===== config.mk =====
export PLATFORM = sky130hd
export DESIGN_NAME = hps_link_top
export DESIGN_NICKNAME = d
export VERILOG_FILES = /design/src/hps_uio_pkg.sv /design/src/hps_fio_pkg.sv /design/src/hps_word_framer.sv /design/src/hps_user_regs.sv /design/src/hps_file_loader.sv /design/src/hps_link_top.sv
export VERILOG_INCLUDE_DIRS = /design/src
export SDC_FILE = /design/constraint.sdc
export NUM_CORES = 1
export LEC_CHECK = 0
export ABC_AREA = 0
export BUFFER_PORTS_ARGS = -buffer_cell sky130_fd_sc_hd__buf_2
export CAP_MARGIN = 20
export CORE_MARGIN = 2
export CORE_UTILIZATION = 35
export DETAILED_ROUTE_END_ITERATION = 8
export PLACE_DENSITY = 0.6
export SLEW_MARGIN = 20
export SYNTH_ARGS = -nofsm -noshare
export SYNTH_HDL_FRONTEND = slang
export SYNTH_HIERARCHICAL = 1
export SYNTH_SLANG_ARGS = --single-unit

===== constraint.sdc =====
create_clock -name clk_sys -period 2.7 [get_ports clk_sys]
set_input_delay 0.27 -clock clk_sys [delete_from_list [all_inputs] [get_ports clk_sys]]
set_output_delay 0.27 -clock clk_sys [all_outputs]
set_load 0.005 [all_outputs]

===== src/hps_link_defs.svh =====
// widths shared by the host link RTL and its testbench
// words are 16 bits, the word index saturates at its maximum value
`ifndef HPS_LINK_DEFS_SVH
`define HPS_LINK_DEFS_SVH

////////////////////////////////////////////////////////////
// host word
////////////////////////////////////////////////////////////

// data width of io_din and io_dout
`define HPS_WORD_W 16

////////////////////////////////////////////////////////////
// transaction framing
////////////////////////////////////////////////////////////

// word position within one enable-framed transaction
// index 0 is always the command word
`define HPS_IDX_W 4

////////////////////////////////////////////////////////////
// status request reply
////////////////////////////////////////////////////////////

// upper nibble of the reply to a status request command
// the request counter sits right below it
`define HPS_REPLY_TAG 4'hA

`endif


===== src/hps_uio_pkg.sv =====
// user-I/O channel types, command codes follow the host firmware numbering
// only the commands kept in this link are listed
`include "hps_link_defs.svh"

package hps_uio_pkg;

	////////////////////////////////////////////////////////////
	// command opcodes
	////////////////////////////////////////////////////////////

	// first word of every user-I/O transaction
	typedef enum logic [`HPS_WORD_W-1:0] {
		// buttons and video switches
		CMD_CFG        = 16'h0001,
		// joystick 0, low half then high half
		CMD_JOY0       = 16'h0002,
		// joystick 1, same layout as joystick 0
		CMD_JOY1       = 16'h0003,
		// 64-bit status written by the host menu
		CMD_STATUS     = 16'h001E,
		// host reads back the status latched by the core
		CMD_STATUS_REQ = 16'h0029
	} uio_cmd_e;

	////////////////////////////////////////////////////////////
	// status word
	////////////////////////////////////////////////////////////

	// sent as four 16-bit slices, lowest slice first
	typedef logic [63:0] status_t;

endpackage


===== src/hps_fio_pkg.sv =====
// file download channel types, data is 8 bits wide
// the address steps by one byte per data word
`include "hps_link_defs.svh"

package hps_fio_pkg;

	////////////////////////////////////////////////////////////
	// file transfer opcodes
	////////////////////////////////////////////////////////////

	typedef enum logic [`HPS_WORD_W-1:0] {
		// start or stop, nonzero low byte starts
		FILE_TX     = 16'h0053,
		// payload words, low byte is the data
		FILE_TX_DAT = 16'h0054,
		// menu index of the file
		FILE_INDEX  = 16'h0055,
		// file extension, high half first
		FILE_INFO   = 16'h0056
	} fio_cmd_e;

	////////////////////////////////////////////////////////////
	// download address
	////////////////////////////////////////////////////////////

	// byte address into the core memory, up to 128 MB
	typedef logic [26:0] ioctl_addr_t;

endpackage


===== src/hps_word_framer.sv =====
// words are taken only while frame_en is high
// the index stops counting at its maximum and restarts when frame_en drops
`timescale 1ns/1ps
`include "hps_link_defs.svh"

module hps_word_framer (
	input  logic                   clk_sys,
	input  logic                   arst_n,
	input  logic                   frame_en,
	input  logic                   io_strobe,
	input  logic [`HPS_WORD_W-1:0] io_din,
	output logic                   word_valid,
	output logic [`HPS_IDX_W-1:0]  word_idx,
	output logic [`HPS_WORD_W-1:0] word_data,
	output logic                   frame_open
);

	// position of the next word within the transaction
	logic [`HPS_IDX_W-1:0] word_cnt;
	logic                  take;

	assign take = frame_en & io_strobe;

	////////////////////////////////////////////////////////////
	// word capture
	////////////////////////////////////////////////////////////

	always_ff @(posedge clk_sys or negedge arst_n) begin
		if (!arst_n) begin
			word_valid <= 1'b0;
			word_idx   <= '0;
			word_data  <= '0;
			word_cnt   <= '0;
			frame_open <= 1'b0;
		end else begin
			// one cycle pulse per strobed word
			word_valid <= take;
			// delayed enable, lines up with word_valid
			frame_open <= frame_en;

			if (!frame_en) begin
				word_cnt <= '0;
				word_idx <= '0;
			end else if (take) begin
				word_idx  <= word_cnt;
				word_data <= io_din;
				// saturate so long payloads stay at a nonzero index
				if (!(&word_cnt)) begin
					word_cnt <= word_cnt + 1'b1;
				end
			end
		end
	end

endmodule


===== src/hps_user_regs.sv =====
// status readback returns the value latched at the last status_set edge
// io_dout holds until the next word and clears once the frame closes
`timescale 1ns/1ps
`include "hps_link_defs.svh"

module hps_user_regs (
	input  logic                   clk_sys,
	input  logic                   arst_n,
	input  logic                   word_valid,
	input  logic [`HPS_IDX_W-1:0]  word_idx,
	input  logic [`HPS_WORD_W-1:0] word_data,
	input  logic                   frame_open,
	input  hps_uio_pkg::status_t   status_in,
	input  logic                   status_set,
	output logic [`HPS_WORD_W-1:0] io_dout,
	output logic [1:0]             buttons,
	output logic                   forced_scandoubler,
	output logic [31:0]            joystick_0,
	output logic [31:0]            joystick_1,
	output hps_uio_pkg::status_t   status
);

	import hps_uio_pkg::*;

	uio_cmd_e               cmd;
	uio_cmd_e               cmd_in;
	logic [`HPS_WORD_W-1:0] cfg;
	logic [`HPS_WORD_W-1:0] reply;
	logic [3:0]             req_cnt;
	status_t                status_req;
	logic                   status_set_d;

	// command word is decoded directly while cmd is being loaded
	assign cmd_in = uio_cmd_e'(word_data);

	// cfg bits 2, 3 and 5 and up belong to the video frame, not this link
	assign buttons            = cfg[1:0];
	assign forced_scandoubler = cfg[4];

	////////////////////////////////////////////////////////////
	// status request capture
	////////////////////////////////////////////////////////////

	always_ff @(posedge clk_sys or negedge arst_n) begin
		if (!arst_n) begin
			status_set_d <= 1'b0;
			req_cnt      <= '0;
			status_req   <= '0;
		end else begin
			status_set_d <= status_set;
			// rising edge only, a held level counts once
			if (status_set && !status_set_d) begin
				req_cnt    <= req_cnt + 1'b1;
				status_req <= status_in;
			end
		end
	end

	////////////////////////////////////////////////////////////
	// command decode and register writes
	////////////////////////////////////////////////////////////

	always_ff @(posedge clk_sys or negedge arst_n) begin
		if (!arst_n) begin
			cmd        <= uio_cmd_e'('0);
			cfg        <= '0;
			joystick_0 <= '0;
			joystick_1 <= '0;
			status     <= '0;
		end else if (word_valid) begin
			if (word_idx == '0) begin
				cmd <= cmd_in;
			end else begin
				case (cmd)
					CMD_CFG: begin
						if (word_idx == 4'd1) begin
							cfg <= word_data;
						end
					end
					// word 1 is the low half, anything after it the high half
					CMD_JOY0: begin
						if (word_idx == 4'd1) begin
							joystick_0[15:0] <= word_data;
						end else begin
							joystick_0[31:16] <= word_data;
						end
					end
					CMD_JOY1: begin
						if (word_idx == 4'd1) begin
							joystick_1[15:0] <= word_data;
						end else begin
							joystick_1[31:16] <= word_data;
						end
					end
					CMD_STATUS: begin
						case (word_idx)
							4'd1: status[15:0]  <= word_data;
							4'd2: status[31:16] <= word_data;
							4'd3: status[47:32] <= word_data;
							4'd4: status[63:48] <= word_data;
							default: ;
						endcase
					end
					default: ;
				endcase
			end
		end
	end

	////////////////////////////////////////////////////////////
	// readback
	////////////////////////////////////////////////////////////

	always_comb begin
		reply = '0;
		if (word_idx == '0) begin
			// tag lets the host tell a live reply from an idle bus
			if (cmd_in == CMD_STATUS_REQ) begin
				reply = {8'd0, `HPS_REPLY_TAG, req_cnt};
			end
		end else if (cmd == CMD_STATUS_REQ) begin
			case (word_idx)
				4'd1: reply = status_req[15:0];
				4'd2: reply = status_req[31:16];
				4'd3: reply = status_req[47:32];
				4'd4: reply = status_req[63:48];
				default: reply = '0;
			endcase
		end
	end

	always_ff @(posedge clk_sys or negedge arst_n) begin
		if (!arst_n) begin
			io_dout <= '0;
		end else if (!frame_open) begin
			io_dout <= '0;
		end else if (word_valid) begin
			io_dout <= reply;
		end
	end

endmodule


===== src/hps_file_loader.sv =====
// no back-pressure, the host must pace data words itself
// a stop leaves ioctl_addr at the last byte written
`timescale 1ns/1ps
`include "hps_link_defs.svh"

module hps_file_loader (
	input  logic                      clk_sys,
	input  logic                      arst_n,
	input  logic                      word_valid,
	input  logic [`HPS_IDX_W-1:0]     word_idx,
	input  logic [`HPS_WORD_W-1:0]    word_data,
	output logic                      ioctl_download,
	output logic [7:0]                ioctl_index,
	output logic                      ioctl_wr,
	output hps_fio_pkg::ioctl_addr_t  ioctl_addr,
	output logic [7:0]                ioctl_dout,
	output logic [31:0]               ioctl_file_ext
);

	import hps_fio_pkg::*;

	fio_cmd_e    cmd;
	// address of the next data byte
	ioctl_addr_t addr;
	ioctl_addr_t addr_last;

	// empty download reports address 0
	assign addr_last = (addr == '0) ? '0 : addr - 1'b1;

	////////////////////////////////////////////////////////////
	// file command decode
	////////////////////////////////////////////////////////////

	always_ff @(posedge clk_sys or negedge arst_n) begin
		if (!arst_n) begin
			cmd            <= fio_cmd_e'('0);
			addr           <= '0;
			ioctl_download <= 1'b0;
			ioctl_index    <= '0;
			ioctl_wr       <= 1'b0;
			ioctl_addr     <= '0;
			ioctl_dout     <= '0;
			ioctl_file_ext <= '0;
		end else begin
			// write strobe is a single cycle
			ioctl_wr <= 1'b0;

			if (word_valid) begin
				if (word_idx == '0) begin
					cmd <= fio_cmd_e'(word_data);
				end else begin
					case (cmd)
						FILE_TX: begin
							if (|word_data[7:0]) begin
								addr           <= '0;
								ioctl_download <= 1'b1;
							end else begin
								ioctl_addr     <= addr_last;
								ioctl_download <= 1'b0;
							end
						end
						FILE_TX_DAT: begin
							ioctl_wr   <= 1'b1;
							ioctl_addr <= addr;
							ioctl_dout <= word_data[7:0];
							addr       <= addr + 1'b1;
						end
						FILE_INDEX: begin
							ioctl_index <= word_data[7:0];
						end
						// extension arrives high half first
						FILE_INFO: begin
							case (word_idx)
								4'd1: ioctl_file_ext[31:16] <= word_data;
								4'd2: ioctl_file_ext[15:0]  <= word_data;
								default: ;
							endcase
						end
						default: ;
					endcase
				end
			end
		end
	end

endmodule


===== src/hps_link_top.sv =====
// the host must not raise io_enable and fp_enable together
// every output trails its strobe by two clk_sys cycles
`timescale 1ns/1ps
`include "hps_link_defs.svh"

module hps_link_top (
	input  logic                     clk_sys,
	input  logic                     arst_n,
	input  logic                     io_enable,
	input  logic                     fp_enable,
	input  logic                     io_strobe,
	input  logic [`HPS_WORD_W-1:0]   io_din,
	input  hps_uio_pkg::status_t     status_in,
	input  logic                     status_set,
	output logic [`HPS_WORD_W-1:0]   io_dout,
	output logic [1:0]               buttons,
	output logic                     forced_scandoubler,
	output logic [31:0]              joystick_0,
	output logic [31:0]              joystick_1,
	output hps_uio_pkg::status_t     status,
	output logic                     ioctl_download,
	output logic [7:0]               ioctl_index,
	output logic                     ioctl_wr,
	output hps_fio_pkg::ioctl_addr_t ioctl_addr,
	output logic [7:0]               ioctl_dout,
	output logic [31:0]              ioctl_file_ext
);

	logic                   uio_valid;
	logic [`HPS_IDX_W-1:0]  uio_idx;
	logic [`HPS_WORD_W-1:0] uio_data;
	logic                   uio_open;
	logic                   fio_valid;
	logic [`HPS_IDX_W-1:0]  fio_idx;
	logic [`HPS_WORD_W-1:0] fio_data;

	////////////////////////////////////////////////////////////
	// user-I/O path
	////////////////////////////////////////////////////////////

	hps_word_framer u_uio_framer (
		.clk_sys    (clk_sys),
		.arst_n     (arst_n),
		.frame_en   (io_enable),
		.io_strobe  (io_strobe),
		.io_din     (io_din),
		.word_valid (uio_valid),
		.word_idx   (uio_idx),
		.word_data  (uio_data),
		.frame_open (uio_open)
	);

	hps_user_regs u_user_regs (
		.clk_sys            (clk_sys),
		.arst_n             (arst_n),
		.word_valid         (uio_valid),
		.word_idx           (uio_idx),
		.word_data          (uio_data),
		.frame_open         (uio_open),
		.status_in          (status_in),
		.status_set         (status_set),
		.io_dout            (io_dout),
		.buttons            (buttons),
		.forced_scandoubler (forced_scandoubler),
		.joystick_0         (joystick_0),
		.joystick_1         (joystick_1),
		.status             (status)
	);

	////////////////////////////////////////////////////////////
	// download path
	////////////////////////////////////////////////////////////

	// the loader keys off the index alone, frame_open is not needed here
	hps_word_framer u_fio_framer (
		.clk_sys    (clk_sys),
		.arst_n     (arst_n),
		.frame_en   (fp_enable),
		.io_strobe  (io_strobe),
		.io_din     (io_din),
		.word_valid (fio_valid),
		.word_idx   (fio_idx),
		.word_data  (fio_data),
		.frame_open ()
	);

	hps_file_loader u_file_loader (
		.clk_sys        (clk_sys),
		.arst_n         (arst_n),
		.word_valid     (fio_valid),
		.word_idx       (fio_idx),
		.word_data      (fio_data),
		.ioctl_download (ioctl_download),
		.ioctl_index    (ioctl_index),
		.ioctl_wr       (ioctl_wr),
		.ioctl_addr     (ioctl_addr),
		.ioctl_dout     (ioctl_dout),
		.ioctl_file_ext (ioctl_file_ext)
	);

endmodule


== After elaboration in Yosys (flattened, before gate mapping) ==
Index checks and enable logic that the tools add are counted.
Operators by class
  add/subtract/negate cells: 5
  eq/ne operators: 23
  mux-type cells: 25
  bitwise operators: 5
  reductions and logical operators: 31
Operator list (count)
  $pmux 27 s2: 2
  $mux 27: 3
  $eq 16x7->1 const B: 4
  $mux 16: 4
  $pmux 16 s4: 1
  $reduce_and 4->1: 15
  $mux 4: 10
  $eq 16x2->1 const B: 2
  $eq 16x6->1 const B: 2
  $add 27x1->27 const B: 1
  $logic_not 27->1: 1
  $sub 27x1->27 const B: 1
  $eq 16x1->1 const B: 1
  $eq 16x5->1 const B: 1
  $add 4x1->4 const B: 3
  $eq 4x2->1 const B: 3
  $reduce_and 2->1: 6
  $reduce_and 3->1: 3
  $eq 4x1->1 const B: 2
  $logic_not 4->1: 2
  $mux 8: 1
  $ne 2x1->1 const B: 4
  $reduce_or 8->1: 1
  $ne 2x2->1 const B: 3
  other kinds (7): 13
Word-level totals
  register bits: 405
  input bits: 86
  output and inout bits: 224
  logic and storage cells: 121

== Longest topological paths before layout ==
Gate-level depths: netlist of run 1.
  depth after elaboration: 6
  mapped depth: 9
  depth with buffers taken out: 7

== Modules after synthesis ==
Netlist of run 1, hierarchy kept.
By module, submodules not included
  hps_user_regs: instances 1, cells each 625, area an instance 9565.4 um^2, seq. area each 5805.6 um^2
  hps_file_loader: instances 1, cells each 517, area an instance 5705.5 um^2, seq. area each 3002.9 um^2
  hps_word_framer: instances 2, cells each 71, area an instance 1059.8 um^2, seq. area each 650.6 um^2

== Worst setup path after synthesis of run 1 ==
OpenSTA, ideal clock, no wires.
  kind: register to register
  start point: register u_file_loader.cmd[13]
  end point: register u_file_loader.ioctl_file_ext[16]
  library setup time: 0.128 ns
  arrival time: 2.176 ns
  data required time: 2.572 ns
  setup slack: 0.397 ns
  stages on the path, launching flop included: 7
  path buffers: 1
  clock period less this slack: 2.303 ns
  cells stage by stage: dfrtp_1 -> nor4_2 -> nand3_1 -> or2_2 -> nor3b_4 -> buf_4 -> mux2_1
Between the ends
  longest elaborated chain between the ends: 2
RTL lines
  start, declared: line hps_file_loader.sv:22  | fio_cmd_e cmd;
  start signal, assigned: line hps_file_loader.sv:36  | cmd <= fio_cmd_e'('0);
  start signal, assigned: line hps_file_loader.sv:50  | cmd <= fio_cmd_e'(word_data);
  $eq 16x7->1: line hps_file_loader.sv:52  | case (cmd)
  $reduce_and 4->1 (no source line)
  end signal, assigned: line hps_file_loader.sv:74  | 4'd1: ioctl_file_ext[31:16] <= word_data;
  end, declared: line hps_file_loader.sv:17  | output logic [31:0] ioctl_file_ext
No other way between the ends.
A chain may end at the register's enable or synchronous reset.

== Worst setup path in the final report of run 1 ==
  start point: register u_file_loader.addr[21]
  end point: register u_file_loader.ioctl_addr[9]
Between the ends
  longest elaborated chain between the ends: 4
RTL lines
  start, declared: line hps_file_loader.sv:24  | ioctl_addr_t addr;
  start signal, assigned: line hps_file_loader.sv:66  | addr <= addr + 1'b1;
  $logic_not 27->1: line hps_file_loader.sv:28  | assign addr_last = (addr == '0) ? '0 : addr - 1'b1;
  $mux 27: line hps_file_loader.sv:28
  $mux 27: line hps_file_loader.sv:54  | if (|word_data[7:0]) begin
  $pmux 27 s2: line hps_file_loader.sv:52
  end signal, assigned: line hps_file_loader.sv:58  | ioctl_addr <= addr_last;
  end signal, assigned: line hps_file_loader.sv:64  | ioctl_addr <= addr;
  end, declared: line hps_file_loader.sv:15  | output hps_fio_pkg::ioctl_addr_t ioctl_addr,
No other way between the ends. The select of a mux whose other input is x is not followed.

==> impl_results.rst, run 1 <==
.. list-table::
   :header-rows: 1

   * - Metric
     - Value
   * - Final weighted congestion of routability-driven global placement
     - about 0.8
   * - GR Overflow Total
     - 0
   * - FP Rows
     - between 80 and 90
   * - Post-Syn Nets
     - approximately 1400
   * - Highest ir drop seen on vdd
     - between 0.4 and 0.5 mV
   * - Pwr/cell area
     - ~640 nW/um2
   * - Avg Inst Size Synth
     - about 14 um2
   * - Data required time at the worst endpoint
     - approximately 3.1 ns
   * - Post-route DRC violation count
     - 0
   * - Sw Share
     - 0.2451
   * - Highest-count cells in the layout ignoring fill and taps
     - sky130_fd_sc_hd__dfrtp_1 (403), sky130_fd_sc_hd__buf_2 (308), sky130_fd_sc_hd__mux2_2 (264)
   * - Hold/Removal Path Class
     - in2reg
   * - Net total in the final layout
     - between 1500 and 2000
   * - Final setup violation count
     - 0
   * - Static power due to leakage
     - 11.06 nW
   * - Maximum buffer depth of the clock tree
     - 3
   * - Number of DRC markers after the initial detailed-route iteration
     - approximately 660
   * - Proportion of power drawn by combinational gates
     - 0.080
   * - Port buffer count
     - around 310
   * - Number of pins with negative max-slew slack in the final report
     - 0
   * - Skew final
     - 0.02437 ns
   * - Initial cell density of the core
     - 0.3548
   * - Gate Count Post-Synth
     - about 1300
   * - Number of vias per cell
     - approximately 5.0
   * - Global-route wire length before repair
     - between 70000 and 80000 um
   * - Post-route clock period utilization
     - 0.9243
   * - Ratio of cells with drive above 1 in the final layout
     - 0.4418
   * - Area of the placeable core
     - slightly below 50000 um2
   * - Clk Tree Root Cell
     - sky130_fd_sc_hd__clkbuf_16
   * - Power share of the clock group
     - 0.435
   * - Horiz. Die Dim
     - 226.7 um
   * - Clock Pin Slew Worst Setup and Hold Paths
     - approximately 0.06 ns
   * - DRT Pass-1 Iters
     - 5
   * - Run status
     - completed
   * - CTS sink count
     - about 400
   * - Area of combinational cells with multiple inputs
     - between 6000 and 7000 um2
   * - Largest net degree at the start of global routing
     - 73
   * - Type of the worst setup path
     - reg2reg
   * - Mapped Area
     - around 17000 um2
   * - Remaining antenna violation count after routing
     - 0
   * - Tot GR Track Use
     - 0.1825
   * - Leading cell type in the layout, fill and taps excluded
     - sky130_fd_sc_hd__dfrtp_1
   * - Die Y-Extent
     - ~230 um
   * - Clock tree from TritonCTS
     - yes
   * - Arrival time at the worst endpoint
     - between 2 and 3 ns
   * - Wire length per cell after detailed routing
     - around 20 um
   * - Kind of launch point of the worst setup path
     - register
   * - Source-to-sink clock delay at the later pin of the worst-skew pair
     - between 0.5 and 0.6 ns
   * - Share of power burned in registers
     - 0.485
   * - Filler instances
     - between 4000 and 5000
   * - Number of antenna violations at the first check in global routing
     - 3
   * - Fmax
     - 0.4007 GHz
   * - Sequential standard cell area
     - about 10000 um2
   * - CP endpoint kind
     - register
   * - # H-tree levels
     - 2
   * - Worst-margin pin slew
     - 0.8465 ns
   * - Number of global-route vias before repair
     - ~13000
   * - Sum of net half-perimeters after detailed placement
     - about 32000 um
   * - Count of endpoints failing hold in the final timing report
     - 0
   * - Hold slack
     - between 0.06 and 0.07 ns
   * - Post-layout power
     - 0.01421 W
   * - Antenna diodes
     - 0
   * - Placed instance count
     - around 2200
   * - Max_cap viols
     - 0
   * - Overall die area
     - ~51000 um2
   * - Unrepaired setup endpoints after global routing
     - no
   * - Worst-case headroom to the max-slew limit
     - 0.4341
   * - Psw
     - between 0.003 and 0.004 W
   * - Clock buffer count from CTS
     - between 40 and 50
   * - Layout Area Growth over Synthesis
     - 27.80%
   * - Sum of negative setup slack
     - 0 ns
   * - CP Max Fanout
     - 17
   * - Synthesis warning total
     - 6
   * - IO Count
     - 310
   * - Cell-internal power
     - between 0.01 and 0.015 W
   * - Post-layout min period
     - roughly 2.5 ns
   * - Total length of routed wires
     - ~47000 um
   * - Via count
     - 12014
   * - Final standard cell count with taps included and fillers excluded
     - ~2400
power by group through the flow:
stage	clock, W	combinational (W)	sequential (W)
floorplan	0	0.000726	0.00678
global placement	0	0.00103	0.00697
detailed placement	0	0.00106	0.00699
CTS	0.00638	0.00116	0.00688
global route	0.00665	0.00126	0.00695
finish	0.00618	0.00114	0.00689
worst max-delay path, stage by stage, from the launching register on:
cell                      delay (ns)
sky130_fd_sc_hd__dfrtp_1        0.45
sky130_fd_sc_hd__or4_4          0.57
sky130_fd_sc_hd__or4_4          0.47
sky130_fd_sc_hd__nor4_4         0.33
sky130_fd_sc_hd__nand2_2        0.14
sky130_fd_sc_hd__nand2_4        0.24
sky130_fd_sc_hd__o21ai_0        0.15
per-stage QoR:
stage                     area, um2  setup slack [ns]  utilization
after global placement        19870            0.2331       0.4059
after floorplan               17370            0.3968            -
final                         22190            0.2044       0.4534
after CTS                     22190            0.1141       0.4533
after detailed placement      19870            0.1249       0.4059
after global routing          22190           0.06912       0.4534
final cells by class:
| cell class | instances | share of cell area |
|---|---|---|
| multi-input combinational | 792 | 0.3079 |
| timing repair buffer | 445 | 0.1298 |
| clock buffer | 64 | 0.05846 |
| tap | 664 | 0.03743 |
| clock inverter | 15 | 0.009528 |
| sequential | 403 | 0.4544 |
| inverter | 15 | 0.002537 |
registers in the layout, indices dropped and copies added, names as in the netlist, 27 cells and up:
signal	count
u_user_regs/status	64
u_user_regs/status_req	64
u_file_loader/ioctl_file_ext	32
u_user_regs/joystick_0	32
u_user_regs/joystick_1	32
u_file_loader/addr	27
u_file_loader/ioctl_addr	27
routing by layer:
layer | part of all wire | vias up | track usage
met5 | 0 | - | 0
met4 | 0.028 | 0 | 0.06388
met3 | 0.053 | 79 | 0.03810
met2 | 0.49 | 330 | 0.3058
met1 | 0.43 | 6141 | 0.2335
li1 | - | 5464 | -
final timing paths:
check	start	endpoint	slack, ns	cells after the start
setup / recovery	u_file_loader/addr[21]$_DFFE_PN0P_	u_file_loader/ioctl_addr[9]$_DFFE_PN0P_	0.20	6
hold / removal	io_din[2]	u_uio_framer/word_data[2]$_DFFE_PN0P_	0.07	2
setup reg to reg	u_file_loader/addr[21]$_DFFE_PN0P_	u_file_loader/ioctl_addr[9]$_DFFE_PN0P_	0.20	6
hold reg to reg	u_file_loader/ioctl_addr[11]$_DFFE_PN0P_	u_file_loader/ioctl_addr[11]$_DFFE_PN0P_	0.47	2
max in group asynchronous	arst_n	u_user_regs/status_req[50]$_DFFE_PN0P_	1.52	3
min in group asynchronous	arst_n	u_file_loader/ioctl_wr$_DFF_PN0_	0.25	2
what timing repair did:
action | 4_1_cts | 5_1_grt
hold buffers | 81 | 0
setup buffers | 0 | 0
endpoints found under the setup margin | 0 | 1
resized for setup | 0 | 1
endpoints found under the hold margin | 157 | 0
(Power assumes the default switching activity.)
==> run 2: changes to the inputs <==
Settings changed: MAX_ROUTING_LAYER from default to met4.
==> run 2 against run 1 <==
  * Sequential cell count did not move
  * Combinational power barely moved
  * Final area did not move
  * Sequential power barely moved
  * Register-to-register slack barely moved
  * Clock skew fell by 0.0025 ns
  * Largest power group unchanged
==> impl_results.rst, run 2 (same netlist as run 1, synthesis figures left out) <==
.. list-table::
   :header-rows: 1

   * - Metric
     - Value
   * - Source-to-sink clock delay at the later pin of the worst-skew pair
     - 0.59 ns
   * - CP Max Fanout
     - 17
   * - Worst-margin pin slew
     - around 0.85 ns
   * - CP endpoint kind
     - register
   * - Sum of net half-perimeters after detailed placement
     - about 32000 um
   * - Unrepaired setup endpoints after global routing
     - no
   * - Clock Pin Slew Worst Setup and Hold Paths
     - approximately 0.060 ns
   * - Area of combinational cells with multiple inputs
     - approximately 6800 um2
   * - Sequential standard cell area
     - roughly 10000 um2
   * - Max_cap viols
     - 0
   * - Origin of the critical flop-to-flop path
     - u_file_loader/addr[21]$_DFFE_PN0P_
   * - Worst Reg2Reg Path Length in Cells
     - 6
   * - Worst setup path start
     - u_file_loader/addr[21]$_DFFE_PN0P_
   * - Largest registers
     - u_user_regs/status (64), u_user_regs/status_req (64)
   * - Worst-case hold path end point
     - u_uio_framer/word_data[2]$_DFFE_PN0P_
   * - Count of endpoints failing hold in the final timing report
     - 0
   * - Remaining antenna violation count after routing
     - 0
   * - FP Rows
     - 81
   * - Horiz. Die Dim
     - around 230 um
   * - Tot GR Track Use
     - 0.1881
   * - Via count
     - 12014
   * - Static power due to leakage
     - between 10 and 15 nW
   * - Worst-case headroom to the max-slew limit
     - 0.4304
   * - Worst Min Path Start
     - io_din[2]
   * - Hold/Removal Path Class
     - in2reg
   * - Layout Area Growth over Synthesis
     - 27.80%
   * - Overall die area
     - a little over 50000 um2
   * - Post-route clock period utilization
     - 0.9262
   * - R2r setup slk
     - ~0.20 ns
   * - Area of the placeable core
     - roughly 49000 um2
   * - Number of vias per cell
     - between 5 and 6
   * - Number of pins with negative max-slew slack in the final report
     - 0
   * - Final weighted congestion of routability-driven global placement
     - 0.8123
   * - Post-layout min period
     - 2.501 ns
   * - Hold slack
     - 0.06938 ns
   * - Filler instances
     - 4435
   * - Largest net degree at the start of global routing
     - 73
   * - Clk Tree Root Cell
     - sky130_fd_sc_hd__clkbuf_16
   * - Sum of negative setup slack
     - 0 ns
   * - Port buffer count
     - approximately 310
   * - Die Y-Extent
     - about 230 um
   * - Post-layout power
     - around 0.014 W
   * - Maximum buffer depth of the clock tree
     - 3
   * - Capture point of the worst reg-to-reg path
     - u_file_loader/ioctl_addr[9]$_DFFE_PN0P_
   * - Total length of routed wires
     - about 47000 um
   * - Fmax
     - 0.3999 GHz
   * - Depth of the worst hold-timing path
     - 2
   * - Kind of launch point of the worst setup path
     - register
   * - Leading cell type in the layout, fill and taps excluded
     - sky130_fd_sc_hd__dfrtp_1
   * - IO Count
     - 310
   * - DRT Pass-1 Iters
     - 6
   * - Setup bufs post-CTS
     - 0
   * - Data required time at the worst endpoint
     - about 3.1 ns
   * - Net total in the final layout
     - 1793
   * - Highest ir drop seen on vdd
     - ~0.50 mV
   * - Initial cell density of the core
     - 0.3548
   * - Number of DRC markers after the initial detailed-route iteration
     - 630
   * - Clock tree from TritonCTS
     - yes
   * - Highest-count cells in the layout ignoring fill and taps
     - sky130_fd_sc_hd__dfrtp_1 (403), sky130_fd_sc_hd__buf_2 (308), sky130_fd_sc_hd__mux2_2 (264)
   * - Clock buffer count from CTS
     - 45
   * - Post-route DRC violation count
     - 0
   * - Number of antenna violations at the first check in global routing
     - 3
   * - Global-route wire length before repair
     - just over 70000 um
   * - GR Overflow Total
     - 0
   * - Ratio of cells with drive above 1 in the final layout
     - 0.4418
   * - Run status
     - completed
   * - Type of the worst setup path
     - reg2reg
   * - Arrival time at the worst endpoint
     - 2.94 ns
   * - Final setup violation count
     - 0
   * - Number of global-route vias before repair
     - about 13000
   * - CTS sink count
     - roughly 400
   * - Antenna diodes
     - 0
   * - Wire length per cell after detailed routing
     - between 15 and 20 um
   * - Pwr/cell area
     - ~640 nW/um2
   * - Skew final
     - about 0.022 ns
   * - # H-tree levels
     - 2
## run 2: cell counts in the layout (fill, tap and decap cells not counted)
No cell type changed its count.
## run 2: worst max path at each step
stage	endpoint	depth (start not counted)
2_1_floorplan	u_file_loader/ioctl_file_ext[16]$_DFFE_PN0P_	6
3_3_place_gp	u_file_loader/ioctl_addr[6]$_DFFE_PN0P_	6
3_5_place_dp	u_file_loader/ioctl_addr[9]$_DFFE_PN0P_	6
4_1_cts	u_file_loader/ioctl_addr[9]$_DFFE_PN0P_	6
5_1_grt	u_file_loader/ioctl_addr[9]$_DFFE_PN0P_	6
6_report	u_file_loader/ioctl_addr[9]$_DFFE_PN0P_	6
## run 2: report_power, final
part | leakage (nW) | internal [W] | switching, W | total, W
Sequential | 5.33 | 0.00644 | 0.000452 | 0.00689
Combinational | 5.00 | 0.000640 | 0.000504 | 0.00114
Clock | 0.731 | 0.00365 | 0.00252 | 0.00617
## run 2: layout make-up
type / instances / area share
clock buffer: 64 / 0.05846
sequential: 403 / 0.4544
clock inverter: 15 / 0.009528
timing repair buffer: 445 / 0.1298
tap: 664 / 0.03743
multi-input combinational: 792 / 0.3079
inverter: 15 / 0.002537
## run 2: stage by stage
stage	instances	worst slack, ns	utilization	instance area (um2)
floorplan	1283	0.3968	-	17370
global placement	2238	0.2331	0.4059	19870
detailed placement	2238	0.1249	0.4059	19870
CTS	2398	0.1141	0.4533	22190
global route	2398	0.06912	0.4534	22190
finish	2398	0.1992	0.4534	22190
## run 2: repair_timing
action	4_1_cts	5_1_grt
hold buffers	81	0
resized for setup	0	1
endpoints found under the setup margin	0	1
hold endpoints to repair	157	0
## run 2: critical path, cell delays in order (launching register included)
cell and delay [ns]:
sky130_fd_sc_hd__dfrtp_1 0.45, sky130_fd_sc_hd__or4_4 0.57, sky130_fd_sc_hd__or4_4 0.47, sky130_fd_sc_hd__nor4_4 0.34
sky130_fd_sc_hd__nand2_2 0.15, sky130_fd_sc_hd__nand2_4 0.24, sky130_fd_sc_hd__o21ai_0 0.15
## run 2: metal layers
metal,up-vias,track usage,share of wire
met2,351,0.3055,0.49
met3,84,0.03589,0.051
met4,0,0.06324,0.028
met1,6112,0.2360,0.43
met5,-,-,0
li1,5467,-,-
==> run 3: changes to the inputs <==
Settings changed: CORE_ASPECT_RATIO from default to 0.75, REMOVE_ABC_BUFFERS from default to 1.
==> run 3 against run 2 <==
  * First-iteration DRC count grew 14%
  * Final area shrank 0.43%
  * Count of clock-buffer cells in the layout shrank 4
  * Critical path type unchanged
  * Critical endpoint is now u_file_loader/ioctl_addr[3]$_DFFE_PN0P_
==> impl_results.rst, run 3 (same netlist as run 1, synthesis figures left out) <==
.. list-table::
   :header-rows: 1

   * - Metric
     - Value
   * - FP Rows
     - 70
   * - Psw
     - 0.003404 W
   * - Number of antenna violations at the first check in global routing
     - 2
   * - Proportion of power drawn by combinational gates
     - 0.088
   * - Largest registers
     - u_user_regs/status (64), u_user_regs/status_req (64)
   * - Number of pins with negative max-slew slack in the final report
     - 0
   * - Source-to-sink clock delay at the later pin of the worst-skew pair
     - ~0.57 ns
   * - Layout Area Growth over Synthesis
     - 27.25%
   * - Final weighted congestion of routability-driven global placement
     - slightly below 0.9
   * - Skew final
     - around 0.028 ns
   * - Run status
     - completed
   * - CTS sink count
     - ~400
   * - Clock tree from TritonCTS
     - yes
   * - CP endpoint kind
     - register
   * - Largest net degree at the start of global routing
     - 85
   * - Hold slack
     - between 0.04 and 0.05 ns
   * - Horiz. Die Dim
     - roughly 260 um
   * - Remaining antenna violation count after routing
     - 0
   * - Final setup violation count
     - 0
   * - Tot GR Track Use
     - 0.1880
   * - # H-tree levels
     - 2
   * - Ratio of cells with drive above 1 in the final layout
     - 0.4442
   * - Worst-margin pin slew
     - a little over 0.7 ns
   * - Fmax
     - about 0.41 GHz
   * - Max_cap viols
     - 0
   * - Slowest library cell on the worst path
     - sky130_fd_sc_hd__or4_4
   * - Hold/Removal Path Class
     - in2reg
   * - Initial cell density of the core
     - 0.3553
   * - Global-route wire length before repair
     - 72800 um
   * - Number of global-route vias before repair
     - roughly 12000
   * - Total length of routed wires
     - around 47000 um
   * - Cell-internal power
     - 0.01046 W
   * - Type of the worst setup path
     - reg2reg
   * - Cell Area, Placed
     - between 15000 and 20000 um2
   * - Die Y-Extent
     - just under 200 um
   * - IO Count
     - between 300 and 400
   * - Leading cell type in the layout, fill and taps excluded
     - sky130_fd_sc_hd__dfrtp_1
   * - DRT Pass-1 Iters
     - 5
   * - Share of power burned in registers
     - 0.494
   * - Crit path cell chain
     - or4_4, or4_4, nor4_4, nand2_2, nand2_4, o21ai_0
   * - Arrival time at the worst endpoint
     - 2.84 ns
   * - Post-route DRC violation count
     - 0
   * - Worst-case headroom to the max-slew limit
     - 0.5131
   * - Most Frequent Cell on Critical Path
     - sky130_fd_sc_hd__or4_4
   * - Sw Share
     - 0.2455
   * - Port buffer count
     - around 310
   * - Maximum buffer depth of the clock tree
     - 3
   * - Data required time at the worst endpoint
     - approximately 3.1 ns
   * - Overall die area
     - 51430 um2
   * - Clock buffer count from CTS
     - between 40 and 50
   * - Net total in the final layout
     - around 1800
   * - Final Cell Area
     - approximately 22000 um2
   * - Static power due to leakage
     - around 11 nW
   * - Filler instances
     - 4476
   * - Clk Tree Root Cell
     - sky130_fd_sc_hd__clkbuf_16
   * - Delay of the slowest critical-path stage
     - about 0.54 ns
   * - Pwr/cell area
     - about 630 nW/um2
   * - Wire length per cell after detailed routing
     - 19.60 um
   * - Power share of the clock group
     - 0.418
   * - Number of vias per cell
     - approximately 5
   * - Post-route clock period utilization
     - 0.8957
   * - Number of DRC markers after the initial detailed-route iteration
     - 720
   * - Via count
     - between 10000 and 15000
   * - CP Max Fanout
     - 17
   * - Highest-count cells in the layout ignoring fill and taps
     - sky130_fd_sc_hd__dfrtp_1 (403), sky130_fd_sc_hd__buf_2 (308), sky130_fd_sc_hd__mux2_2 (264)
   * - Sum of net half-perimeters after detailed placement
     - 32200 um
   * - Unrepaired setup endpoints after global routing
     - no
   * - Clock Pin Slew Worst Setup and Hold Paths
     - around 0.06 ns
   * - Area of the placeable core
     - between 40000 and 50000 um2
   * - GR Overflow Total
     - 0
   * - Highest ir drop seen on vdd
     - about 0.44 mV
   * - Count of endpoints failing hold in the final timing report
     - 0
   * - Post-layout min period
     - 2.418 ns
   * - Kind of launch point of the worst setup path
     - register
==> run 3: changes by cell type in the layout (fill, tap and decap cells not counted), sizes merged <==
cell    previous run  this run
inv               16        17
clkinv             8         7
bufinv             3         2
buf              364       373
clkbuf            64        60
diode              0         1
==> run 3: layout make-up <==
| class | count | area (um2) | share of cell area |
|---|---|---|---|
| Clock buffer | 60 | 1229 | 0.05560 |
| Tap cell | 648 | 810.8 | 0.03669 |
| Inverter | 15 | 56.30 | 0.002548 |
| Multi-Input combinational cell | 792 | 6829 | 0.3090 |
| Sequential cell | 403 | 10080 | 0.4564 |
| Antenna cell | 1 | 2.502 | 0.0001132 |
| Timing Repair Buffer | 454 | 2935 | 0.1328 |
| Clock inverter | 14 | 150.1 | 0.006795 |
==> run 3: metrics by stage <==
| step | worst slack [ns] | cells | power [W] | TNS (ns) | utilization |
|---|---|---|---|---|---|
| finish | 0.2817 | 2387 | 0.01386 | 0 | 0.4522 |
| global route | 0.1388 | 2387 | 0.01450 | 0 | 0.4522 |
| CTS | 0.2871 | 2386 | 0.01406 | 0 | 0.4521 |
| detailed placement | 0.2960 | 2231 | 0.008091 | 0 | 0.4073 |
| global placement | 0.3387 | 2231 | 0.008036 | 0 | 0.4073 |
| floorplan | -1.293 | 1210 | 0.007474 | -84.00 | - |
==> run 3: repair_timing <==
item	CTS	global route
hold buffers	81	0
hold endpoints to repair	148	0
gates resized for setup	0	0
buffers inserted	0	0
==> run 3: power groups by stage <==
stage          clock network [W]  registers, W  logic [W]
2_1_floorplan                  0       0.00682   0.000653
3_3_place_gp                   0       0.00693    0.00111
3_5_place_dp                   0       0.00695    0.00114
4_1_cts                  0.00599       0.00684    0.00124
5_1_grt                  0.00625       0.00690    0.00135
6_report                 0.00580       0.00684    0.00122
==> run 3: layer usage <==
layer	up-vias	GRT usage	part of all wire	wire length (um)
met5	-	-	0	0
met4	0	0.04377	0.014	653
li1	5483	-	-	-
met2	289	0.2881	0.47	21930
met1	6125	0.2544	0.46	21590
met3	49	0.04205	0.056	2624
==> run 3: critical path, delay by kind of cell (launching register included) <==
family	cells	cell delay, ns
and+or+nand+nor	5	1.74
DFF	1	0.41
AOI/OAI and AO/OA	1	0.13
==> run 3: worst paths after layout <==
check,from,endpoint,slack [ns],depth (start not counted)
max,u_file_loader/addr[22]$_DFFE_PN0P_,u_file_loader/ioctl_addr[3]$_DFFE_PN0P_,0.28,6
min in group asynchronous,arst_n,u_file_loader/ioctl_addr[17]$_DFFE_PN0P_,0.28,2
min,io_din[1],u_uio_framer/word_data[1]$_DFFE_PN0P_,0.04,2
max reg2reg,u_file_loader/addr[22]$_DFFE_PN0P_,u_file_loader/ioctl_addr[3]$_DFFE_PN0P_,0.28,6
min reg2reg,u_file_loader/ioctl_addr[13]$_DFFE_PN0P_,u_file_loader/ioctl_addr[13]$_DFFE_PN0P_,0.48,2
max in group asynchronous,arst_n,u_user_regs/status[47]$_DFFE_PN0P_,1.57,3
